==> src/logic/lsu_macros.svh <==
// Address map, data width and offset width for the load/store pipeline

`ifndef LSU_MACROS_SVH
`define LSU_MACROS_SVH

//****************************************
// Datapath widths
//****************************************

// Data and address width
`define LSU_DATA_W 32

// Immediate offset from the decoder
`define LSU_OFFSET_W 12

//****************************************
// Memory map
//****************************************

// Tightly coupled data memory, 64 KiB
`define LSU_DCCM_BASE 32'hf004_0000
`define LSU_DCCM_SIZE 32'h0001_0000

// Interrupt controller registers, 32 KiB
`define LSU_PIC_BASE  32'hf00c_0000
`define LSU_PIC_SIZE  32'h0000_8000

// Anything outside both regions goes to the external bus

`endif

==> src/logic/lsu_pkg.sv <==
// Access size and operation enums, load/store control packet

`default_nettype none

package lsu_pkg;

   //****************************************
   // Enums
   //****************************************

   // Access size, same encoding as funct3[1:0]
   typedef enum logic [1:0] {
      size_byte = 2'b00,
      size_half = 2'b01,
      size_word = 2'b10
   } lsu_size_e;

   typedef enum logic {
      op_load  = 1'b0,
      op_store = 1'b1
   } lsu_op_e;

   //****************************************
   // Control packet
   //****************************************

   // Travels with each access from dc1 to dc5
   typedef struct packed {
      logic      valid;
      lsu_op_e   op;
      lsu_size_e size;
      // Zero extension for byte and half loads
      logic      unsign;
      // Store data comes from the dc3 load result
      logic      st_fwd_c1;
   } lsu_pkt_t;

endpackage

`default_nettype wire

==> src/logic/lsu_addr_check.sv <==
// Region decode and access/misaligned fault detection for the dc1 address

`default_nettype none

`include "lsu_macros.svh"

module lsu_addr_check
   import lsu_pkg::*;
(
   input  logic [`LSU_DATA_W-1:0] addr_dc1,
   input  logic [`LSU_DATA_W-1:0] end_addr_dc1,
   input  lsu_pkt_t               pkt_dc1,
   output logic                   addr_in_dccm_dc1,
   output logic                   addr_in_pic_dc1,
   output logic                   access_fault_dc1,
   output logic                   misaligned_fault_dc1
);

   logic end_in_dccm_dc1;
   logic end_in_pic_dc1;
   logic region_cross_dc1;
   logic pic_size_bad_dc1;
   logic unaligned_dc1;

   //****************************************
   // Region decode
   //****************************************

   // Unsigned distance from the base, wraps below the base to a large value
   assign addr_in_dccm_dc1 = (addr_dc1 - `LSU_DCCM_BASE) < `LSU_DCCM_SIZE;
   assign end_in_dccm_dc1  = (end_addr_dc1 - `LSU_DCCM_BASE) < `LSU_DCCM_SIZE;
   assign addr_in_pic_dc1  = (addr_dc1 - `LSU_PIC_BASE) < `LSU_PIC_SIZE;
   assign end_in_pic_dc1   = (end_addr_dc1 - `LSU_PIC_BASE) < `LSU_PIC_SIZE;

   //****************************************
   // Faults
   //****************************************

   // First and last byte must sit in the same region
   assign region_cross_dc1 = (addr_in_dccm_dc1 != end_in_dccm_dc1) |
                             (addr_in_pic_dc1 != end_in_pic_dc1);

   // PIC registers only take full words
   assign pic_size_bad_dc1 = addr_in_pic_dc1 & (pkt_dc1.size != size_word);

   assign unaligned_dc1 = ((pkt_dc1.size == size_half) & addr_dc1[0]) |
                          ((pkt_dc1.size == size_word) & (addr_dc1[1:0] != 2'b00));

   assign access_fault_dc1 = pkt_dc1.valid & (region_cross_dc1 | pic_size_bad_dc1);

   // DCCM handles unaligned accesses itself
   assign misaligned_fault_dc1 = pkt_dc1.valid & unaligned_dc1 & ~addr_in_dccm_dc1;

endmodule

`default_nettype wire

==> src/logic/lsu_addr_gen.sv <==
// Address generation: dc1 base and offset registers, start and end address

`default_nettype none

`include "lsu_macros.svh"

module lsu_addr_gen
   import lsu_pkg::*;
(
   input  logic                     clk,
   input  logic                     rst,
   input  logic [`LSU_DATA_W-1:0]   rs1,
   input  logic [`LSU_OFFSET_W-1:0] offset,
   input  lsu_pkt_t                 pkt_dc1,
   output logic [`LSU_DATA_W-1:0]   addr_dc1,
   output logic [`LSU_DATA_W-1:0]   end_addr_dc1
);

   logic [`LSU_DATA_W-1:0]   rs1_dc1;
   logic [`LSU_OFFSET_W-1:0] offset_dc1;
   logic [`LSU_DATA_W-1:0]   offset_ext_dc1;
   logic [`LSU_DATA_W-1:0]   size_off_dc1;

   // Operands captured on the strobe edge
   always_ff @(posedge clk) begin
      if (rst) begin
         rs1_dc1    <= '0;
         offset_dc1 <= '0;
      end else begin
         rs1_dc1    <= rs1;
         offset_dc1 <= offset;
      end
   end

   assign offset_ext_dc1 = {{(`LSU_DATA_W - `LSU_OFFSET_W){offset_dc1[`LSU_OFFSET_W-1]}},
                            offset_dc1};

   assign addr_dc1 = rs1_dc1 + offset_ext_dc1;

   // Last byte touched by the access
   always_comb begin
      case (pkt_dc1.size)
         size_half: size_off_dc1 = `LSU_DATA_W'(1);
         size_word: size_off_dc1 = `LSU_DATA_W'(3);
         default:   size_off_dc1 = '0;
      endcase
   end

   assign end_addr_dc1 = addr_dc1 + size_off_dc1;

endmodule

`default_nettype wire

==> src/logic/lsu_ld_align.sv <==
// Load data source select and extension in dc3, registered result in dc4

`default_nettype none

`include "lsu_macros.svh"

module lsu_ld_align
   import lsu_pkg::*;
(
   input  logic                   clk,
   input  logic                   rst,
   input  lsu_pkt_t               pkt_dc3,
   input  logic                   addr_external_dc3,
   input  logic [`LSU_DATA_W-1:0] ld_data_dc3,
   input  logic [`LSU_DATA_W-1:0] bus_read_data_dc3,
   output logic [`LSU_DATA_W-1:0] lsu_result_dc3,
   output logic [`LSU_DATA_W-1:0] lsu_result_dc4
);

   logic [`LSU_DATA_W-1:0] ld_datafn_dc3;

   // External loads return over the bus, the rest from DCCM or PIC
   assign ld_datafn_dc3 = addr_external_dc3 ? bus_read_data_dc3 : ld_data_dc3;

   always_comb begin
      case (pkt_dc3.size)
         size_byte: begin
            lsu_result_dc3 = {{(`LSU_DATA_W-8){~pkt_dc3.unsign & ld_datafn_dc3[7]}},
                              ld_datafn_dc3[7:0]};
         end
         size_half: begin
            lsu_result_dc3 = {{(`LSU_DATA_W-16){~pkt_dc3.unsign & ld_datafn_dc3[15]}},
                              ld_datafn_dc3[15:0]};
         end
         default: lsu_result_dc3 = ld_datafn_dc3;
      endcase
   end

   // Copy for writeback one stage later
   always_ff @(posedge clk) begin
      if (rst) begin
         lsu_result_dc4 <= '0;
      end else begin
         lsu_result_dc4 <= lsu_result_dc3;
      end
   end

endmodule

`default_nettype wire

==> src/logic/lsu_lsc_ctl.sv <==
// Load/store control pipeline top level, dc1 through dc5

`default_nettype none

`include "lsu_macros.svh"

module lsu_lsc_ctl
   import lsu_pkg::*;
(
   input  logic                     clk,
   input  logic                     rst,

   // New access, one-cycle strobe
   input  logic                     lsu_valid,
   input  lsu_op_e                  lsu_op,
   input  lsu_size_e                lsu_size,
   input  logic                     lsu_unsign,
   input  logic                     st_fwd,
   input  logic [`LSU_DATA_W-1:0]   rs1,
   input  logic [`LSU_DATA_W-1:0]   rs2,
   input  logic [`LSU_OFFSET_W-1:0] offset,

   input  logic                     flush_dc2_up,
   input  logic                     flush_dc3,
   input  logic                     flush_dc4,
   input  logic                     flush_dc5,

   // Returned load data
   input  logic [`LSU_DATA_W-1:0]   ld_data_dc3,
   input  logic [`LSU_DATA_W-1:0]   bus_read_data_dc3,
   input  logic                     bus_error_dc3,

   output logic [`LSU_DATA_W-1:0]   lsu_result_dc3,
   output logic [`LSU_DATA_W-1:0]   lsu_result_dc4,
   output logic                     exc_valid_dc3,
   output logic                     exc_type_dc3,
   output logic [`LSU_DATA_W-1:0]   exc_addr_dc3,
   output logic                     commit_dc5,
   output logic [`LSU_DATA_W-1:0]   addr_dc5,
   output logic [`LSU_DATA_W-1:0]   store_data_dc5,
   output logic                     is_store_dc5
);

   logic [`LSU_DATA_W-1:0] addr_dc1;
   logic [`LSU_DATA_W-1:0] end_addr_dc1;
   logic                   addr_in_dccm_dc1;
   logic                   addr_in_pic_dc1;
   logic                   access_fault_dc1;
   logic                   misaligned_fault_dc1;
   lsu_pkt_t               pkt_dc1;
   lsu_pkt_t               pkt_dc3;
   logic                   addr_external_dc3;

   //****************************************
   // dc1 address path
   //****************************************

   lsu_addr_gen lsu_addr_gen_inst (.*);

   lsu_addr_check lsu_addr_check_inst (.*);

   //****************************************
   // Control pipeline
   //****************************************

   lsu_pkt_pipe lsu_pkt_pipe_inst (.*);

   //****************************************
   // Load and store data
   //****************************************

   lsu_ld_align lsu_ld_align_inst (.*);

   lsu_st_data_pipe lsu_st_data_pipe_inst (.*);

endmodule

`default_nettype wire

==> src/logic/lsu_pkt_pipe.sv <==
// Packet, valid, address and fault pipeline dc1 to dc5, exception report and commit

`default_nettype none

`include "lsu_macros.svh"

module lsu_pkt_pipe
   import lsu_pkg::*;
(
   input  logic                   clk,
   input  logic                   rst,
   input  logic                   lsu_valid,
   input  lsu_op_e                lsu_op,
   input  lsu_size_e              lsu_size,
   input  logic                   lsu_unsign,
   input  logic                   st_fwd,
   input  logic                   flush_dc2_up,
   input  logic                   flush_dc3,
   input  logic                   flush_dc4,
   input  logic                   flush_dc5,
   input  logic [`LSU_DATA_W-1:0] addr_dc1,
   input  logic                   addr_in_dccm_dc1,
   input  logic                   addr_in_pic_dc1,
   input  logic                   access_fault_dc1,
   input  logic                   misaligned_fault_dc1,
   input  logic                   bus_error_dc3,
   output lsu_pkt_t               pkt_dc1,
   output lsu_pkt_t               pkt_dc3,
   output logic                   addr_external_dc3,
   output logic                   exc_valid_dc3,
   output logic                   exc_type_dc3,
   output logic [`LSU_DATA_W-1:0] exc_addr_dc3,
   output logic                   commit_dc5,
   output logic [`LSU_DATA_W-1:0] addr_dc5,
   output logic                   is_store_dc5
);

   lsu_pkt_t               pkt_dc1_in, pkt_dc2_in, pkt_dc3_in, pkt_dc4_in, pkt_dc5_in;
   lsu_pkt_t               pkt_dc2, pkt_dc4, pkt_dc5;
   logic [`LSU_DATA_W-1:0] addr_dc2, addr_dc3, addr_dc4;
   logic                   addr_external_dc1, addr_external_dc2;
   logic                   access_fault_dc2, access_fault_dc3;
   logic                   misaligned_fault_dc2, misaligned_fault_dc3;

   //****************************************
   // Packet and valid chain
   //****************************************

   always_comb begin
      pkt_dc1_in.valid     = lsu_valid & ~flush_dc2_up;
      pkt_dc1_in.op        = lsu_op;
      pkt_dc1_in.size      = lsu_size;
      pkt_dc1_in.unsign    = lsu_unsign;
      pkt_dc1_in.st_fwd_c1 = st_fwd;

      pkt_dc2_in = pkt_dc1;
      pkt_dc3_in = pkt_dc2;
      pkt_dc4_in = pkt_dc3;
      pkt_dc5_in = pkt_dc4;

      // Each stage drops its access on the flush that covers it
      pkt_dc2_in.valid = pkt_dc1.valid & ~flush_dc2_up;
      pkt_dc3_in.valid = pkt_dc2.valid & ~flush_dc2_up;
      pkt_dc4_in.valid = pkt_dc3.valid & ~flush_dc3;
      pkt_dc5_in.valid = pkt_dc4.valid & ~flush_dc4;
   end

   always_ff @(posedge clk) begin
      if (rst) begin
         pkt_dc1 <= '0;
         pkt_dc2 <= '0;
         pkt_dc3 <= '0;
         pkt_dc4 <= '0;
         pkt_dc5 <= '0;
      end else begin
         pkt_dc1 <= pkt_dc1_in;
         pkt_dc2 <= pkt_dc2_in;
         pkt_dc3 <= pkt_dc3_in;
         pkt_dc4 <= pkt_dc4_in;
         pkt_dc5 <= pkt_dc5_in;
      end
   end

   //****************************************
   // Address, region and fault flags
   //****************************************

   assign addr_external_dc1 = ~(addr_in_dccm_dc1 | addr_in_pic_dc1);

   always_ff @(posedge clk) begin
      addr_dc2             <= addr_dc1;
      addr_dc3             <= addr_dc2;
      addr_dc4             <= addr_dc3;
      addr_dc5             <= addr_dc4;
      addr_external_dc2    <= addr_external_dc1;
      addr_external_dc3    <= addr_external_dc2;
      access_fault_dc2     <= access_fault_dc1;
      access_fault_dc3     <= access_fault_dc2;
      misaligned_fault_dc2 <= misaligned_fault_dc1;
      misaligned_fault_dc3 <= misaligned_fault_dc2;
   end

   // Exception report, bus errors count as access faults
   assign exc_valid_dc3 = pkt_dc3.valid & ~flush_dc3 &
                          (access_fault_dc3 | misaligned_fault_dc3 | bus_error_dc3);
   assign exc_type_dc3  = ~misaligned_fault_dc3;
   assign exc_addr_dc3  = addr_dc3;

   assign commit_dc5   = pkt_dc5.valid & ~flush_dc5;
   assign is_store_dc5 = pkt_dc5.valid & (pkt_dc5.op == op_store);

endmodule

`default_nettype wire

==> src/logic/lsu_st_data_pipe.sv <==
// Store data pipeline dc1 to dc5 with forwarding of the dc3 load result

`default_nettype none

`include "lsu_macros.svh"

module lsu_st_data_pipe
   import lsu_pkg::*;
(
   input  logic                   clk,
   input  logic                   rst,
   input  logic [`LSU_DATA_W-1:0] rs2,
   input  lsu_pkt_t               pkt_dc1,
   input  logic [`LSU_DATA_W-1:0] lsu_result_dc3,
   output logic [`LSU_DATA_W-1:0] store_data_dc5
);

   logic [`LSU_DATA_W-1:0] store_data_dc1;
   logic [`LSU_DATA_W-1:0] store_data_dc2_in;
   logic [`LSU_DATA_W-1:0] store_data_dc2;
   logic [`LSU_DATA_W-1:0] store_data_dc3;
   logic [`LSU_DATA_W-1:0] store_data_dc4;

   // Load two stages ahead supplies the data of a dependent store
   assign store_data_dc2_in = pkt_dc1.st_fwd_c1 ? lsu_result_dc3 : store_data_dc1;

   //****************************************
   // Data stages
   //****************************************

   always_ff @(posedge clk) begin
      if (rst) begin
         store_data_dc1 <= '0;
         store_data_dc2 <= '0;
         store_data_dc3 <= '0;
         store_data_dc4 <= '0;
         store_data_dc5 <= '0;
      end else begin
         store_data_dc1 <= rs2;
         store_data_dc2 <= store_data_dc2_in;
         store_data_dc3 <= store_data_dc2;
         store_data_dc4 <= store_data_dc3;
         store_data_dc5 <= store_data_dc4;
      end
   end

endmodule

`default_nettype wire

==> config.mk <==
export PLATFORM = sky130hd
export DESIGN_NAME = lsu_lsc_ctl
export DESIGN_NICKNAME = d
export VERILOG_FILES = /design/src/logic/lsu_pkg.sv /design/src/logic/lsu_addr_check.sv /design/src/logic/lsu_addr_gen.sv /design/src/logic/lsu_ld_align.sv /design/src/logic/lsu_lsc_ctl.sv /design/src/logic/lsu_pkt_pipe.sv /design/src/logic/lsu_st_data_pipe.sv
export VERILOG_INCLUDE_DIRS = /design/src /design/src/logic
export SDC_FILE = /design/constraint.sdc
export NUM_CORES = 1
export LEC_CHECK = 0
export ABC_AREA = 0
export BUFFER_PORTS_ARGS = -buffer_cell sky130_fd_sc_hd__buf_2
export CORE_ASPECT_RATIO = 1.1
export CORE_MARGIN = 2
export CORE_UTILIZATION = 45
export DETAILED_ROUTE_END_ITERATION = 10
export GPL_TIMING_DRIVEN = 1
export PLACE_DENSITY = 0.77
export SYNTH_ARGS = -nofsm -noshare
export SYNTH_HDL_FRONTEND = slang
export SYNTH_SLANG_ARGS = --single-unit
==> constraint.sdc <==
create_clock -name clk -period 8.7 [get_ports clk]
set_clock_uncertainty 0.2 [all_clocks]
set_input_delay 0.435 -clock clk [delete_from_list [all_inputs] [get_ports clk]]
set_output_delay 0.435 -clock clk [all_outputs]
set_load 0.02 [all_outputs]
=== Word-level counts from Yosys, hierarchy flattened ===
Cells that the tools add are included.

* Add/subtract/negate cells: 6
* Magnitude comparators: 4
* Equality and inequality tests: 6
* Mux-type cells: 4
* Bitwise operators: 30
* Reduce and logical (&&, ||, !) cells: 2

{| class="wikitable"
|+ Operators by type and width
! cell !! number
|-
| 32-bit subtractor, second input constant || 4
|-
| 32-bit by 16-bit < comparator with 1-bit output, second input constant || 2
|-
| 32-bit by 17-bit < comparator with 1-bit output, second input constant || 2
|-
| 32-bit two-way mux || 2
|-
| 32-bit case mux with 2 select lines || 1
|-
| 32-bit by 2-bit adder with 32-bit output || 1
|-
| 32-bit adder || 1
|-
| 1-bit AND || 16
|-
| 1-bit inverter || 8
|-
| 1-bit OR || 6
|-
| 2-bit by 1-bit == test with 1-bit output, second input constant || 2
|-
| 2-bit case mux with 2 select lines || 1
|-
| 2-bit == test, second input constant || 1
|-
| 2-bit zero test || 1
|-
| 1-bit inequality test || 2
|-
| 2-bit inequality test, second input constant || 1
|-
| 2-bit nonzero test || 1
|}

* Bits in registers: 390
* Input bits: 153
* Output and inout bits: 164

=== Longest topological paths before layout ===
* Depth in word-level cells: 9
* Depth in mapped cells: 17
* Depth with buffers taken out: 16

=== By module ===
A second synthesis with hierarchy kept.

* Cell total of the unflattened synthesis: 1196
* Area, all modules: 13260.2 um^2

{| class="wikitable"
|+ Modules (own cells, without submodules)
! module !! times used !! cells each !! area each (um^2) !! seq. area each (um^2)
|-
| lsu_st_data_pipe || 1 || 373 || 4570.6 || 3203.1
|-
| lsu_addr_gen || 1 || 438 || 3595.9 || 880.8
|-
| lsu_pkt_pipe || 1 || 198 || 3385.7 || 3123.0
|-
| lsu_ld_align || 1 || 163 || 1516.5 || 640.6
|-
| lsu_addr_check || 1 || 24 || 191.4 || 0.0
|}

=== Worst setup path after synthesis ===
Ideal clock, no wire load.

* Path kind: flip-flop to flip-flop
* From: reg lsu_addr_gen_inst.offset_dc1[11]
* To: reg lsu_pkt_pipe_inst.access_fault_dc2
* Library setup time: 121 ps
* Data arrival time: 4076 ps
* Setup slack: 4304 ps
* Cell stages (with the launch flop): 17
* Path buffers: 1
* Clock period less this slack: 4396 ps
* Cells stage by stage: dfxtp_1 -> ha_1 -> buf_2 -> nand4_2 -> or3_4 -> a211oi_4 -> nor3_1 -> xnor2_1 -> nand4b_1 -> nor3_1 -> nand4_1 -> nor2_1 -> nand2_1 -> a221o_1 -> nor4b_2 -> mux2i_1 -> a21boi_1

* Word-level cells in the longest chain between the ends: 8
* Elaborated cells between the ends (all ways): 16
* Those cells by class: add/sub (6); order compare (4); eq/ne (2); bitwise (4)

{| class="wikitable"
|+ Ends and longest elaborated chain
! element !! line !! RTL
|-
| start, declared || lsu_addr_gen.sv:20 || <nowiki>logic [`LSU_OFFSET_W-1:0] offset_dc1;</nowiki>
|-
| start signal, assigned || lsu_addr_gen.sv:31 || <nowiki>offset_dc1 <= offset;</nowiki>
|-
| 32-bit adder (*) || lsu_addr_gen.sv:38 || <nowiki>assign addr_dc1 = rs1_dc1 + offset_ext_dc1;</nowiki>
|-
| 32-bit by 2-bit adder with 32-bit output || lsu_addr_gen.sv:49 || <nowiki>assign end_addr_dc1 = addr_dc1 + size_off_dc1;</nowiki>
|-
| 32-bit subtractor (no source line) || - ||
|-
| 32-bit by 17-bit < comparator with 1-bit output (no source line) / 32-bit by 16-bit < comparator with 1-bit output (equally long branches) || - ||
|-
| 1-bit inequality test, on equally long branches || lsu_addr_check.sv:40, lsu_addr_check.sv:41 ||
|-
| 1-bit OR || lsu_addr_check.sv:40 || <nowiki>assign region_cross_dc1 = (addr_in_dccm_dc1 != end_in_dccm_dc1) |</nowiki>
|-
| 1-bit OR (*) || lsu_addr_check.sv:49 || <nowiki>assign access_fault_dc1 = pkt_dc1.valid & (region_cross_dc1 | pic_size_bad_dc1);</nowiki>
|-
| 1-bit AND (*) || lsu_addr_check.sv:49 ||
|-
| named net access_fault_dc1 || lsu_lsc_ctl.sv:48 || <nowiki>logic access_fault_dc1;</nowiki>
|-
| end signal, assigned || lsu_pkt_pipe.sv:97 || <nowiki>access_fault_dc2 <= access_fault_dc1;</nowiki>
|-
| end, declared || lsu_pkt_pipe.sv:42 || <nowiki>logic access_fault_dc2, access_fault_dc3;</nowiki>
|}

Mark *: on every way through the listed nets, which the timed path passes. The rest lies on a longest branch.
A chain may end at the register's enable or synchronous reset.

=== Worst setup path in the final report ===
Same ends and word-level chain as after synthesis.

==> results.toml <==
[critical_path]
endpoint_kind = "flop"
path_cells = "ha_1 > nand4_2 > or3_4 > a211oi_4 > nor3_1 > xnor2_1 > nand4b_1 > nor3_4 > and4_4 > a21oi_1 > a211oi_1 > o2111ai_1 > nor4b_2 > mux2i_1 > a21boi_1"
cp_slowest_stage_delay_ns = 0.92
start_kind = "flop"
critPathKind = "flop to flop"
critPathMaxFanout = 21
critical_path_arrival_ns = 5.43
path_buf_inv = 0
cpLargestDelayFamily = "simple AND/OR/NAND/NOR gates"
cpMaxStageDelayCell = "dfxtp_1"
r2r_slack_ns = 3.48
critPathRequiredTime_ns = 8.91

[job]
drv_cap = 0

[route]
avgRoutedWirePerCell_um = 15.9
drtIter0Drc = 515
routed_via_density = 4.89
drtAntennaViolNets = 0
drc = 16
routed_wl_um = 31900
vias = 9831
drt_pass1_iterations = 8

[yosys]
synth_top_area_cell = "dfxtp_1"
ys_async_sr_fraction_pct = 0
ys_top_cells_by_area = "dfxtp_1 (59%), nor2b_1 (9.1%), ha_1 (3.2%)"
synthFlopType = "dfxtp_1"
synth_seq_cells = 390
avgSynthCellArea_um2 = 10.7
synth.distinct_cells = 88
synth.top_cell.area_share_pct = 59.2
synth_edf_count = 0
ys_seq_area_share_pct = 59.2
syn-num-nets = 1416
syn_inst = 1228
synth_area_mm2 = 0.0132
yosys_warnings = 0

[sta]
rsz0062_at_grt = "false"
relSlewSlack_pct = 25.8
finalHoldViolCount = 0
finalCriticalPeriod_ns = 5.22
fin_crit_sh_pct = 60.0
worst_pin_slew_ns = 1.11
setup_tns_ns = 0
fmax_mhz = 191
drv_slew = 0
setup_viol = 0

[power]
pwr-share-seq_pct = 47.6
clock_power_share_pct = 40.0
power.total_mw = 4.14
p_leak_nw = 7.82
p_sw_mw = 1.01
power_density_mw_per_mm2 = 241
p_int_mw = 3.13
comb_power_share_pct = 12.4
ir_drop_v = 0.000142
sw_frac_of_total_pct = 24.4

[die]
ios = 317
die_h_um = 184
rows = 65
initial_utilization_pct = 45.8
die_area_mm2 = 0.0307
core-area_mm2 = 0.0288
die_x_um = 167

[global_routing]
antenna_found_initial = 1
grt_max_degree = 142
grt_pass1_wl_um = 49500
overflow = 0
grt_use_total_pct = 20.1
grt_pass1_vias = 9896

[finish]
mostFrequentLayoutCells = "dfxtp_1 (388), buf_2 (315), nor2b_1 (191), nor2_1 (103), dlygate4sd3_1 (84)"
regArea_mm2 = 0.00781
fillers = 2333
multi_input_area_mm2 = 0.00498
syn2layout_area_growth_pct = 30.3
layout-drive-gt1-share_pct = 26.8
final_common_cell = "dfxtp_1"
final_net_count = 1805
fin_cells = 2012

[clock_tree]
cts_made_buffers = 38
clk_pin_slew_worst_paths_ns = 0.07
insertion_delay_ns = 0.52
cts_tree = "built"
cts_sinks = 390
htreeDepth = 2
cts_buffer_depth = 3
cts_root_buf = "clkbuf_16"

[placement]
port_buffers = 316
hpwlAfterDp_um = 22300
placed_cells_incl_taps = 1861
gp_congestion = 0.856

[status]
outcome = "finished, violations left"
violations = "DRC"

[worst_hold_path]
min_path_type = "input port to flop"
timing repair:
| action | 4_1_cts | 5_1_grt |
|---|---|---|
| hold buffers | 84 | 0 |
| buffers inserted | 0 | 0 |
| gates resized for setup | 0 | 0 |
| hold endpoints to repair | 83 | 0 |
cell type report:
type | count | area share, %
Clock inverter | 13 | 1.10
Sequential cell | 390 | 45.4
Tap cell | 368 | 2.68
Multi-Input combinational cell | 732 | 29.0
Clock buffer | 53 | 6.39
Antenna cell | 1 | 0.0146
Timing Repair Buffer | 404 | 14.3
Inverter | 51 | 1.11
power by group through the flow:
stage,Sequential [mW],Clock (mW),Combinational (mW)
finish,1.97,1.66,0.514
global route,1.98,1.77,0.556
CTS,1.97,1.70,0.510
detailed placement,2.01,0,0.479
global placement,2.01,0,0.476
floorplan,2.07,0,0.246
Yosys cell counts (all sizes together), types with 4 or more instances:
| cell | instances |
|---|---|
| nand2b | 7 |
| mux2 | 25 |
| a21oi | 56 |
| and3 | 8 |
| or3 | 5 |
| nor2 | 104 |
| nand3 | 11 |
| and4 | 8 |
| xnor2 | 19 |
| o21bai | 4 |
| o21a | 6 |
| nor4 | 4 |
| and2 | 12 |
| nand2 | 39 |
| a211oi | 41 |
| clkbuf | 40 |
| a21boi | 4 |
| nand4 | 13 |
| a31oi | 7 |
| o211ai | 5 |
| xor2 | 10 |
| buf | 15 |
| nor2b | 191 |
| nor3 | 20 |
| inv | 51 |
| mux2i | 11 |
| a21o | 14 |
| dfxtp | 390 |
| ha | 34 |
| o21ai | 27 |
| a2111oi | 4 |
state kept, by name, indices dropped and copies added, names as in the netlist, 2 cells and up:
register	count
lsu_ld_align_inst.lsu_result_dc4	32
lsu_addr_gen_inst.offset_dc1	12
lsu_st_data_pipe_inst.store_data_dc4	32
lsu_addr_gen_inst.rs1_dc1	32
lsu_st_data_pipe_inst.store_data_dc3	32
lsu_pkt_pipe_inst.pkt_dc4	2
lsu_pkt_pipe_inst.addr_dc4	32
lsu_st_data_pipe_inst.store_data_dc2	32
lsu_pkt_pipe_inst.exc_addr_dc3	32
lsu_pkt_pipe_inst.pkt_dc1	6
lsu_pkt_pipe_inst.addr_dc2	32
lsu_st_data_pipe_inst.store_data_dc1	32
lsu_pkt_pipe_inst.addr_dc5	32
lsu_pkt_pipe_inst.pkt_dc3	5
lsu_st_data_pipe_inst.store_data_dc5	32
lsu_pkt_pipe_inst.pkt_dc5	2
lsu_pkt_pipe_inst.pkt_dc2	5
logic make-up after synthesis:
kind of cell / after synthesis / synth area share, %
flip-flops: 390 / 59.2
multiplexers: 36 / 3.00
adder cells (fa/ha/maj): 36 / 3.45
buffers and inverters: 106 / 3.14
AO/OA/AOI/OAI: 195 / 10.5
XOR/XNOR: 29 / 2.30
AND/OR/NAND/NOR: 436 / 18.4
per-layer routing:
metal	GRT usage [%]	routed length, um	part of all wire [%]
met4	8.56	1270	4.0
met5	0	0	0
met3	5.12	2230	7.0
met2	35.3	15500	48
met1	23.2	12900	41
path summary, 6_finish.rpt:
check                                    from                            endpoint  depth (start not counted)
max          lsu_addr_gen_inst.offset_dc1[11]  lsu_pkt_pipe_inst.access_fault_dc2                         15
min reg2reg    lsu_pkt_pipe_inst.addr_dc2[27]  lsu_pkt_pipe_inst.exc_addr_dc3[27]                          0
max reg2reg  lsu_addr_gen_inst.offset_dc1[11]  lsu_pkt_pipe_inst.access_fault_dc2                         15
min                                   rs1[17]       lsu_addr_gen_inst.rs1_dc1[17]                          2
stage by stage:
step / cell area, um2 / utilization [%] / hold slack [ns] / setup WS, ns
final: 17200 / 59.7 / 0.0322 / 3.48
after detailed placement: 15100 / 52.3 / 0.112 / 3.43
after floorplan: 13200 / - / 0.110 / 4.30
after CTS: 17200 / 59.7 / 0.00757 / 3.43
after global placement: 15100 / 52.3 / 0.110 / 3.44
after global routing: 17200 / 59.7 / 0.00964 / 2.92
No activity file was read; power rests on OpenSTA's default activity.
